$ cat config.mk
export PLATFORM = sky130hd
export DESIGN_NAME = rv_int_core
export DESIGN_NICKNAME = d
export VERILOG_FILES = /design/src/verilog/rv_int_pkg.sv /design/src/verilog/rv_int_fetch.sv /design/src/verilog/rv_int_decode.sv /design/src/verilog/rv_int_execute.sv /design/src/verilog/rv_int_core.sv
export VERILOG_INCLUDE_DIRS = /design/src /design/src/verilog
export SDC_FILE = /design/constraint.sdc
export NUM_CORES = 2
export LEC_CHECK = 0
export BUFFER_PORTS_ARGS = -buffer_cell sky130_fd_sc_hd__buf_2
export CORE_MARGIN = 4
export CORE_UTILIZATION = 55
export CTS_BUF_LIST = sky130_fd_sc_hd__clkbuf_16
export CTS_CLUSTER_DIAMETER = 200
export DETAILED_ROUTE_END_ITERATION = 10
export GPL_ROUTABILITY_DRIVEN = 0
export MAX_ROUTING_LAYER = met4
export PLACE_DENSITY = 0.72
export SYNTH_ARGS = -nofsm -noshare
export SYNTH_HDL_FRONTEND = slang
export SYNTH_SLANG_ARGS = --single-unit
$ cat constraint.sdc
create_clock -name clk -period 19.4 [get_ports clk]
set_input_delay 3.88 -clock clk [delete_from_list [all_inputs] [get_ports clk]]
set_output_delay 3.88 -clock clk [all_outputs]
set_load 0.05 [all_outputs]
$ cat src/verilog/rv_int_consts.svh
//--------------------------------------
// rv_int core constants
// widths, opcodes and funct codes
//--------------------------------------
`ifndef RV_INT_CONSTS_SVH
`define RV_INT_CONSTS_SVH

// widths
`define RV_XLEN             32
`define RV_REG_ADDR_BITS    5
`define RV_IMEM_ADDR_BITS   10

// major opcodes
`define RV_OPC_LUI          7'b0110111
`define RV_OPC_OP_IMM       7'b0010011
`define RV_OPC_OP           7'b0110011
`define RV_OPC_SYSTEM       7'b1110011

// funct3 for the integer ops
`define RV_F3_ADD           3'b000
`define RV_F3_XOR           3'b100
`define RV_F3_OR            3'b110
`define RV_F3_AND           3'b111

// funct7 for register-register ops
`define RV_F7_BASE          7'b0000000
`define RV_F7_SUB           7'b0100000

`define RV_EBREAK_WORD      32'h0010_0073

`endif

$ cat src/verilog/rv_int_pkg.sv
//--------------------------------------
// rv_int core types
//--------------------------------------
`default_nettype none

`include "rv_int_consts.svh"

package rv_int_pkg;

    // data and instruction words
    typedef logic [`RV_XLEN-1:0] word_t;

    // byte address of an instruction
    typedef logic [`RV_XLEN-1:0] pc_t;

    typedef logic [`RV_REG_ADDR_BITS-1:0] reg_addr_t;

    // word address into instruction memory
    typedef logic [`RV_IMEM_ADDR_BITS-1:0] imem_addr_t;

    // execute operation, halt covers ebreak and unknown encodings
    typedef enum logic [2:0] {
        ALU_ADD,
        ALU_SUB,
        ALU_AND,
        ALU_OR,
        ALU_XOR,
        ALU_PASS_IMM,
        ALU_HALT
    } alu_op_e;

    typedef enum logic {
        CORE_PAUSED,
        CORE_RUN
    } core_state_e;

endpackage

`default_nettype wire

$ cat src/verilog/rv_int_fetch.sv
//--------------------------------------
// rv_int fetch stage
// pc sequencing and instruction reads
//--------------------------------------
`timescale 1ns/1ns
`default_nettype none

`include "rv_int_consts.svh"

module rv_int_fetch
    import rv_int_pkg::*;
(
    input  wire              clk,
    input  wire              rst_n_i,
    input  wire              run_i,
    input  wire              launch_i,
    input  wire pc_t         start_address_i,
    input  wire word_t       imem_rdata_i,
    output logic             imem_re_o,
    output imem_addr_t       imem_addr_o,
    output logic             fetched_o,
    output word_t            fetched_word_o,
    output pc_t              fetched_pc_o
);

    pc_t  pc_q;
    logic read_pending_q;
    pc_t  read_pc_q;

    //--------------------------------------
    // pc sequencing
    //--------------------------------------
    always_ff @(posedge clk or negedge rst_n_i) begin
        if (!rst_n_i) begin
            pc_q <= '0;
        end else if (launch_i) begin
            pc_q <= start_address_i;
        end else if (run_i) begin
            pc_q <= pc_q + 32'd4;
        end
    end

    // one read per cycle while running
    assign imem_re_o   = run_i;
    assign imem_addr_o = pc_q[`RV_IMEM_ADDR_BITS+1:2];

    //--------------------------------------
    // pair returned word with its pc
    //--------------------------------------
    always_ff @(posedge clk or negedge rst_n_i) begin
        if (!rst_n_i) begin
            read_pending_q <= 1'b0;
        end else begin
            read_pending_q <= imem_re_o;
        end
    end

    always_ff @(posedge clk) begin
        read_pc_q <= pc_q;
    end

    // memory answers one cycle after the read strobe
    assign fetched_o      = read_pending_q;
    assign fetched_word_o = imem_rdata_i;
    assign fetched_pc_o   = read_pc_q;

endmodule

`default_nettype wire

$ cat src/verilog/rv_int_decode.sv
//--------------------------------------
// rv_int decode stage
// classifies the word, holds the fields
//--------------------------------------
`timescale 1ns/1ns
`default_nettype none

`include "rv_int_consts.svh"

module rv_int_decode
    import rv_int_pkg::*;
(
    input  wire              clk,
    input  wire              rst_n_i,
    input  wire              fetched_i,
    input  wire word_t       fetched_word_i,
    input  wire pc_t         fetched_pc_i,
    output logic             valid_o,
    output alu_op_e          op_o,
    output reg_addr_t        rd_o,
    output reg_addr_t        rs1_o,
    output reg_addr_t        rs2_o,
    output word_t            imm_o,
    output pc_t              pc_o,
    output word_t            ir_o
);

    logic [6:0] opcode;
    logic [2:0] funct3;
    logic [6:0] funct7;
    word_t      imm_i_type;
    word_t      imm_u_type;
    alu_op_e    op_d;
    word_t      imm_d;

    // funct3 to logic op, same table for both op classes
    function automatic alu_op_e op_from_funct3(input logic [2:0] f3);
        case (f3)
            `RV_F3_ADD: return ALU_ADD;
            `RV_F3_XOR: return ALU_XOR;
            `RV_F3_OR:  return ALU_OR;
            `RV_F3_AND: return ALU_AND;
            default:    return ALU_HALT;
        endcase
    endfunction

    assign opcode     = fetched_word_i[6:0];
    assign funct3     = fetched_word_i[14:12];
    assign funct7     = fetched_word_i[31:25];
    assign imm_i_type = {{20{fetched_word_i[31]}}, fetched_word_i[31:20]};
    assign imm_u_type = {fetched_word_i[31:12], 12'h000};

    //--------------------------------------
    // classify
    //--------------------------------------
    always_comb begin
        op_d  = ALU_HALT;
        imm_d = imm_i_type;
        case (opcode)
            `RV_OPC_LUI: begin
                op_d  = ALU_PASS_IMM;
                imm_d = imm_u_type;
            end
            `RV_OPC_OP_IMM: begin
                op_d = op_from_funct3(funct3);
            end
            `RV_OPC_OP: begin
                if (funct7 == `RV_F7_BASE) begin
                    op_d = op_from_funct3(funct3);
                end else if (funct7 == `RV_F7_SUB && funct3 == `RV_F3_ADD) begin
                    op_d = ALU_SUB;
                end
            end
            // ebreak, and any other system op
            `RV_OPC_SYSTEM: op_d = ALU_HALT;
            default:        op_d = ALU_HALT;
        endcase
    end

    //--------------------------------------
    // stage register
    //--------------------------------------
    always_ff @(posedge clk or negedge rst_n_i) begin
        if (!rst_n_i) begin
            valid_o <= 1'b0;
        end else begin
            valid_o <= fetched_i;
        end
    end

    always_ff @(posedge clk) begin
        if (fetched_i) begin
            op_o  <= op_d;
            rd_o  <= fetched_word_i[11:7];
            rs1_o <= fetched_word_i[19:15];
            rs2_o <= fetched_word_i[24:20];
            imm_o <= imm_d;
            pc_o  <= fetched_pc_i;
            ir_o  <= fetched_word_i;
        end
    end

endmodule

`default_nettype wire

$ cat src/verilog/rv_int_execute.sv
//--------------------------------------
// rv_int execute stage
// run control, register file, alu
//--------------------------------------
`timescale 1ns/1ns
`default_nettype none

`include "rv_int_consts.svh"

module rv_int_execute
    import rv_int_pkg::*;
(
    input  wire              clk,
    input  wire              rst_n_i,
    input  wire              start_i,
    input  wire              valid_i,
    input  wire alu_op_e     op_i,
    input  wire reg_addr_t   rd_i,
    input  wire reg_addr_t   rs1_i,
    input  wire reg_addr_t   rs2_i,
    input  wire word_t       imm_i,
    input  wire pc_t         pc_i,
    input  wire word_t       ir_i,
    input  wire reg_addr_t   ocd_reg_read_addr_i,
    input  wire              ocd_reg_we_i,
    input  wire reg_addr_t   ocd_reg_write_addr_i,
    input  wire word_t       ocd_reg_write_data_i,
    output logic             run_o,
    output logic             launch_o,
    output word_t            ocd_reg_read_data_o,
    output logic             retire_o,
    output pc_t              peek_pc_o,
    output word_t            peek_ir_o,
    output logic             processor_paused_o
);

    core_state_e state_q;
    logic        running;
    logic        halt;
    word_t       rf_q [32];
    word_t       rs1_data;
    word_t       rs2_data;
    word_t       operand_b;
    word_t       result;
    logic        rf_we;
    reg_addr_t   rf_waddr;
    word_t       rf_wdata;

    //--------------------------------------
    // run / pause control
    //--------------------------------------
    assign running            = (state_q == CORE_RUN);
    assign run_o              = running;
    assign launch_o           = start_i && !running;
    assign processor_paused_o = !running;

    // valid is dropped while paused, flushing words fetched after a halt
    assign retire_o  = valid_i && running;
    assign halt      = retire_o && (op_i == ALU_HALT);
    assign peek_pc_o = pc_i;
    assign peek_ir_o = ir_i;

    always_ff @(posedge clk or negedge rst_n_i) begin
        if (!rst_n_i) begin
            state_q <= CORE_PAUSED;
        end else begin
            case (state_q)
                CORE_PAUSED: if (launch_o) state_q <= CORE_RUN;
                CORE_RUN:    if (halt) state_q <= CORE_PAUSED;
                default:     state_q <= CORE_PAUSED;
            endcase
        end
    end

    //--------------------------------------
    // operands and alu
    //--------------------------------------
    assign rs1_data  = rf_q[rs1_i];
    assign rs2_data  = rf_q[rs2_i];
    assign operand_b = (ir_i[6:0] == `RV_OPC_OP_IMM) ? imm_i : rs2_data;

    always_comb begin
        case (op_i)
            ALU_ADD:      result = rs1_data + operand_b;
            ALU_SUB:      result = rs1_data - operand_b;
            ALU_AND:      result = rs1_data & operand_b;
            ALU_OR:       result = rs1_data | operand_b;
            ALU_XOR:      result = rs1_data ^ operand_b;
            ALU_PASS_IMM: result = imm_i;
            default:      result = '0;
        endcase
    end

    //--------------------------------------
    // register file
    //--------------------------------------
    // debugger owns the write port while paused
    always_comb begin
        if (running) begin
            rf_we    = retire_o && (op_i != ALU_HALT);
            rf_waddr = rd_i;
            rf_wdata = result;
        end else begin
            rf_we    = ocd_reg_we_i;
            rf_waddr = ocd_reg_write_addr_i;
            rf_wdata = ocd_reg_write_data_i;
        end
    end

    // x0 is never written so it stays zero
    always_ff @(posedge clk or negedge rst_n_i) begin
        if (!rst_n_i) begin
            for (int i = 0; i < 32; i++) begin
                rf_q[i] <= '0;
            end
        end else if (rf_we && (rf_waddr != '0)) begin
            rf_q[rf_waddr] <= rf_wdata;
        end
    end

    assign ocd_reg_read_data_o = rf_q[ocd_reg_read_addr_i];

endmodule

`default_nettype wire

$ cat src/verilog/rv_int_core.sv
//--------------------------------------
// rv_int core top
// fetch, decode and execute in a row
//--------------------------------------
`timescale 1ns/1ns
`default_nettype none

module rv_int_core
    import rv_int_pkg::*;
(
    input  wire              clk,
    input  wire              rst_n_i,
    input  wire              start_i,
    input  wire pc_t         start_address_i,
    output logic             imem_re_o,
    output imem_addr_t       imem_addr_o,
    input  wire word_t       imem_rdata_i,
    input  wire reg_addr_t   ocd_reg_read_addr_i,
    input  wire              ocd_reg_we_i,
    input  wire reg_addr_t   ocd_reg_write_addr_i,
    input  wire word_t       ocd_reg_write_data_i,
    output word_t            ocd_reg_read_data_o,
    output logic             retire_o,
    output pc_t              peek_pc_o,
    output word_t            peek_ir_o,
    output logic             processor_paused_o
);

    logic      run;
    logic      launch;
    logic      fetched;
    word_t     fetched_word;
    pc_t       fetched_pc;
    logic      dec_valid;
    alu_op_e   dec_op;
    reg_addr_t dec_rd;
    reg_addr_t dec_rs1;
    reg_addr_t dec_rs2;
    word_t     dec_imm;
    pc_t       dec_pc;
    word_t     dec_ir;

    //--------------------------------------
    // fetch
    //--------------------------------------
    rv_int_fetch u_fetch (
        .clk             (clk),
        .rst_n_i         (rst_n_i),
        .run_i           (run),
        .launch_i        (launch),
        .start_address_i (start_address_i),
        .imem_rdata_i    (imem_rdata_i),
        .imem_re_o       (imem_re_o),
        .imem_addr_o     (imem_addr_o),
        .fetched_o       (fetched),
        .fetched_word_o  (fetched_word),
        .fetched_pc_o    (fetched_pc)
    );

    //--------------------------------------
    // decode
    //--------------------------------------
    rv_int_decode u_decode (
        .clk            (clk),
        .rst_n_i        (rst_n_i),
        .fetched_i      (fetched),
        .fetched_word_i (fetched_word),
        .fetched_pc_i   (fetched_pc),
        .valid_o        (dec_valid),
        .op_o           (dec_op),
        .rd_o           (dec_rd),
        .rs1_o          (dec_rs1),
        .rs2_o          (dec_rs2),
        .imm_o          (dec_imm),
        .pc_o           (dec_pc),
        .ir_o           (dec_ir)
    );

    //--------------------------------------
    // execute
    //--------------------------------------
    rv_int_execute u_execute (
        .clk                  (clk),
        .rst_n_i              (rst_n_i),
        .start_i              (start_i),
        .valid_i              (dec_valid),
        .op_i                 (dec_op),
        .rd_i                 (dec_rd),
        .rs1_i                (dec_rs1),
        .rs2_i                (dec_rs2),
        .imm_i                (dec_imm),
        .pc_i                 (dec_pc),
        .ir_i                 (dec_ir),
        .ocd_reg_read_addr_i  (ocd_reg_read_addr_i),
        .ocd_reg_we_i         (ocd_reg_we_i),
        .ocd_reg_write_addr_i (ocd_reg_write_addr_i),
        .ocd_reg_write_data_i (ocd_reg_write_data_i),
        .run_o                (run),
        .launch_o             (launch),
        .ocd_reg_read_data_o  (ocd_reg_read_data_o),
        .retire_o             (retire_o),
        .peek_pc_o            (peek_pc_o),
        .peek_ir_o            (peek_ir_o),
        .processor_paused_o   (processor_paused_o)
    );

endmodule

`default_nettype wire

Yosys cells after proc, flatten, opt, wreduce, memory -nomap -nowiden
Cells that the tools add are included.

word-level totals
  flip-flop bits (word level) = 1205
  bits of input ports = 110

cells by class
  add/subtract/negate cells = 3
  multiplexer cells = 27
  order comparisons = 5
  bitwise gates (word level) = 8
  equality and inequality tests = 15
  reductions and logical operators = 13

operators with widths
  operator                                              count
  bitwise mux 1024 bit                                  1
  binary-select mux 32 bit (select 5 bit)               3
  two-way mux 32 bit                                    11
  one-hot mux 32 bit (6 select lines)                   1
  demux 32 bit (select 5 bit)                           1
  adder 32 x 3 -> 32 bit (second input constant)        1
  adder 32 bit                                          1
  AND 32 bit                                            1
  OR 32 bit                                             1
  subtractor 32 bit                                     1
  XOR 32 bit                                            1
  two-way mux 31 bit                                    1
  >= comparator 6 bit (second input constant)           4
  inverter 5 -> 6 bit                                   4
  equality test 7 x 6 -> 1 bit (second input constant)  3
  equality test 3 bit (second input constant)           6
  equality test 7 x 5 -> 1 bit (second input constant)  2
  one-hot mux 3 bit (4 select lines)                    1
  one-hot mux 3 bit (3 select lines)                    1
  logical AND 1 bit                                     7
  logical NOT 7 bit                                     1
  equality test 3 x 2 -> 1 bit (second input constant)  2
  logical NOT 3 bit                                     2
  < comparator 6 x 1 -> 1 bit (second input constant)   1
  10 further kinds                                      13

Longest topological paths before layout
  depth after elaboration = 9
  depth in mapped cells = 32
  gate-level depth less buffers = 24

By module
Synthesis repeated with hierarchy kept, for this count alone.

second synthesis, totals
  cells, all modules = 6299
  area, all modules = 72054.1 µm²

by module, submodules not included
  module          instances  cells an instance  area each (µm²)  sequential area each (µm²)
  rv_int_execute  1          5830               65686.7          25649.6
  rv_int_decode   1          171                3480.8           2967.8
  rv_int_fetch    1          298                2886.5           1466.4

Worst setup path after synthesis
OpenSTA, ideal clock, no wires.

  path type = input -> output
  from = input port ocd_reg_read_addr_i[0]
  to = output port ocd_reg_read_data_o[0]
  buffers on the path = 3
  cell stages on the path = 6
  path slack = 9105 ps
  data arrival time = 6415 ps
  cell sequence = clkbuf_1 buf_1 buf_1 mux4_2 mux4_2 mux2_2

between the ends
  longest elaborated chain between the ends = 4

ends and longest elaborated chain
  what                                                   RTL line               source
  from (decl)                                            rv_int_core.sv:18      input wire reg_addr_t ocd_reg_read_addr_i,
  inverter 5 -> 6 bit (implied by the code)              rv_int_execute.sv:121  assign ocd_reg_read_data_o = rf_q[ocd_reg_read_addr_i];
  binary-select mux 32 bit (select 5 bit)                rv_int_execute.sv:121
  two-way mux 32 bit (implied by the code) (2 in a row)  rv_int_execute.sv:121
  to (decl)                                              rv_int_core.sv:22      output word_t ocd_reg_read_data_o,

Every way passes these cells. The select of a mux whose other input is x is not followed.

Worst setup path after layout
  from = input port ocd_reg_read_addr_i[1]
  to = output port ocd_reg_read_data_o[9]

The elaborated chain is that of the path after synthesis.

==> results by group <==
Clocking
  • CTS buffer count: 131
  • CTS tree: done
  • Post-CTS setup buffer count: 0
  • CTS sink cnt: 1,189
  • CTS resizes: 0
  • Clock buffer depth: 3
  • Root Buffer: clkbuf_16
  • Clock slew at reported path FFs: 0.06 ns
  • Clock Latency Late Sink: 0.80 ns
  • Htree depth: 4
  • CTS Hold Bufs: 0

Min path
  • Hold Path Depth: 0
  • Worst hold path type: flop to flop

Placed design
  • Port Buf Inserts: 218
  • Place WS: 7.29 ns
  • Detail Placement HPWL: 153,000 um

Setup path
  • Worst Path Required: 15.52 ns
  • Worst Path Arrival: 8.32 ns
  • Slowest stage delay, CP: 1.02 ns
  • Worst reg2reg path depth: 23
  • Critical path, cell by cell: buf_8, buf_4, buf_4, mux4_2, mux4_2, mux2_2, buf_2
  • Crit path max-delay cell type: buf_4
  • Max Fanout on Critical Path: 109
  • Critical path class: input pin to output pin
  • CP Launch Type: input pin
  • Crit. End Element: output pin

STA
  • Hold Violations, Final: 0
  • Final Max Slew Viols: 0
  • Setup TNS Final: 0 ns
  • Relative slew margins: 2.95%
  • Worst-Margin Slew: 1.45 ns
  • FMAX: 82.0 MHz
  • Post-route setup slack: 7.20 ns
  • RSZ-0062 raised after global routing: no
  • Final setup vio count: 0
  • Tmin final: 12.20 ns
  • Fin crit share: 62.9%
  • WHS: 0.375 ns
  • Layout Skew: 0.0300 ns

Pwr
  • Power Density: 164 nW/um^2
  • Max VDD drop: 0.117 mV
  • P_leak: 0.0335 uW

Floorplanning
  • Die span in x: 369 um
  • Die area: 136,000 sq um
  • Die height: 369 um
  • Boundary Pins: 219
  • Row count: 132
  • Starting Density: 55.4%
  • Core area: 130,000 sq um

Synth
  • Post-Syn Area: 71,800 sq um
  • Flops & latches, synth: 1,189
  • Ys async rst share: 89.1%
  • Cells after Synth: 6,262
  • Synth warn: 0
  • Yosys cell types: 85
  • Syn_nets: 6,471
  • Sequential cell area fraction in the yosys report: 41.9%
  • Number of synthesized flops with an enable pin: 98
  • Avg Inst Size Synth: 11.5 sq um
  • Main synth FF type: dfrtp_1

Route
  • Wire length on met1: 90,100 um
  • Final wirelength: 249,000 um
  • DR iter-0 viols: 8,904
  • Via/cell ratio: 7.10
  • Met3 Routed Length: 39,400 um
  • Total number of vias: 56,782
  • Max Used Layer: met4
  • ANT nets after route: 0
  • Drt wl/cell: 31.1 um
  • DRC: 0
  • Routed wl met2: 105,000 um
  • Drt first pass iters: 9

Global route
  • Vias in the first global route: 54,578
  • Global route overflow: 0
  • First-pass GRT wire length: 366,000 um
  • Total GRT Usage: 37.4%
  • Largest net degree at the start of global routing: 183
  • Initial antenna violation count: 16

Final layout
  • Layout cells sized above 1: 24.5%
  • NumNets Final: 6,338
  • Synth-to-layout area growth: 8.92%

Status
  • Outcome: completed

Run
  • Max-cap viol count: 0
==> per-layer routing <==
layer | GRT usage [%] | up-vias
met5 | - | -
met4 | 18.3 | 0
met3 | 16.1 | 944
met2 | 50.7 | 4321
met1 | 48.3 | 28368
li1 | - | 23149
==> cell families after synthesis <==
| group | after synthesis | share of synthesized area [%] |
|---|---|---|
| DFF | 1189 | 41.9 |
| muxes | 1275 | 30.8 |
| AOI/OAI and AO/OA | 1524 | 12.4 |
| xor gates and xnor gates | 84 | 1.02 |
| buffers and inverters | 729 | 4.41 |
| and+or+nand+nor | 1362 | 7.75 |
| adders and majority gates | 99 | 1.73 |
==> state kept, by name (all words and copies together), names as in the netlist <==
register              count
u_decode.op_o             3
u_fetch.pc_q             32
u_decode.pc_o            32
u_decode.ir_o            32
u_execute.rf_q         1024
u_fetch.fetched_pc_o     32
u_execute.run_o           1
u_fetch.fetched_o         1
u_decode.imm_o           31
u_decode.valid_o          1
==> final cells by class <==
| type | instances | area, sq um |
|---|---|---|
| antenna | 19 | 47.5 |
| clock buffer | 133 | 3330 |
| clock inverter | 102 | 977 |
| fill | 10107 | 51400 |
| inverter | 82 | 308 |
| multi-input combinational | 4344 | 38800 |
| sequential | 1189 | 30100 |
| tap | 1742 | 2180 |
| timing repair buffer | 381 | 2470 |
==> critical path, delay by kind of cell <==
family | cells | cell delay (ns)
buffers and inverters | 4 | 2.86
multiplexers | 3 | 1.31
==> worst paths after layout <==
kind	end	slack [ns]	start
setup / recovery	ocd_reg_read_data_o[9]	7.20	ocd_reg_read_addr_i[1]
setup reg to reg	u_execute.rf_q[669]	10.04	u_decode.ir_o[20]
min in group asynchronous	u_execute.rf_q[509]	3.09	rst_n_i
hold / removal	u_fetch.fetched_pc_o[0]	0.37	u_fetch.pc_q[0]
max in group asynchronous	u_execute.rf_q[483]	12.01	rst_n_i
hold reg to reg	u_fetch.fetched_pc_o[0]	0.37	u_fetch.pc_q[0]
==> cell usage after synthesis, types with 6 or more instances <==
| library cell | number | area (sq um) |
|---|---|---|
| buf_2 | 39 | 195 |
| a31oi_1 | 11 | 68.8 |
| nand4_1 | 7 | 43.8 |
| o31a_1 | 12 | 105 |
| a22o_1 | 41 | 359 |
| nor2b_1 | 41 | 257 |
| and3_1 | 17 | 106 |
| nor4_1 | 16 | 100 |
| dfxtp_1 | 32 | 641 |
| clkbuf_1 | 467 | 1750 |
| edfxtp_1 | 98 | 2940 |
| nand2_1 | 921 | 3460 |
| o221ai_1 | 18 | 158 |
| buf_6 | 20 | 225 |
| dfrtp_1 | 1059 | 26500 |
| o21ai_2 | 30 | 263 |
| inv_1 | 81 | 304 |
| o21ai_0 | 823 | 4120 |
| nand2b_1 | 16 | 100 |
| mux2i_1 | 430 | 4300 |
| buf_4 | 24 | 180 |
| a22oi_1 | 83 | 623 |
| o22ai_1 | 54 | 338 |
| nand3_1 | 23 | 115 |
| or3_1 | 15 | 93.8 |
| nor3_1 | 9 | 45.0 |
| mux4_2 | 728 | 16400 |
| buf_8 | 7 | 105 |
| a21oi_1 | 277 | 1390 |
| nor2_1 | 263 | 987 |
| and4_1 | 6 | 52.6 |
| or2_2 | 8 | 50.1 |
| ha_1 | 98 | 1230 |
| a211oi_1 | 23 | 173 |
| and2_1 | 7 | 43.8 |
| mux2_2 | 110 | 1240 |
| xnor2_1 | 68 | 596 |
| buf_1 | 86 | 323 |
| a21o_1 | 39 | 293 |
| a221oi_1 | 53 | 464 |
| xor2_1 | 16 | 140 |
==> placed cells by master, fill, tap and decap left out, types with 30 or more instances in the layout <==
| cell type | instances |
|---|---|
| clkbuf_16 | 133 |
| o21ai_0 | 815 |
| mux2i_1 | 430 |
| dfxtp_1 | 32 |
| a22o_1 | 41 |
| a221oi_1 | 49 |
| a22oi_1 | 82 |
| buf_4 | 155 |
| dfrtp_1 | 1057 |
| edfxtp_1 | 98 |
| nand2_1 | 890 |
| mux2_2 | 110 |
| nand2_2 | 30 |
| a21o_1 | 39 |
| mux4_2 | 728 |
| ha_1 | 98 |
| o21ai_2 | 33 |
| inv_1 | 103 |
| o22ai_1 | 48 |
| nor2_1 | 259 |
| xnor2_1 | 68 |
| a21oi_1 | 271 |
| buf_2 | 213 |
| nor2b_1 | 38 |
==> report_power, final <==
group | switching, uW | internal [uW]
logic | 3370 | 2480
registers | 997 | 3490
clock network | 1100 | 1430
total | 5460 | 7400
==> stage by stage <==
stage | util (%) | power [uW] | instances | area, sq um
2_1_floorplan | - | 8380 | 6262 | 71800
6_report | 60.3 | 12900 | 7992 | 78200
5_1_grt | 60.3 | 13500 | 7990 | 78200
4_1_cts | 60.3 | 12700 | 7973 | 78200
3_5_place_dp | 57.0 | 10100 | 7738 | 73900
3_3_place_gp | 57.0 | 9920 | 7738 | 73900
Power figures use the tool's default switching activity.
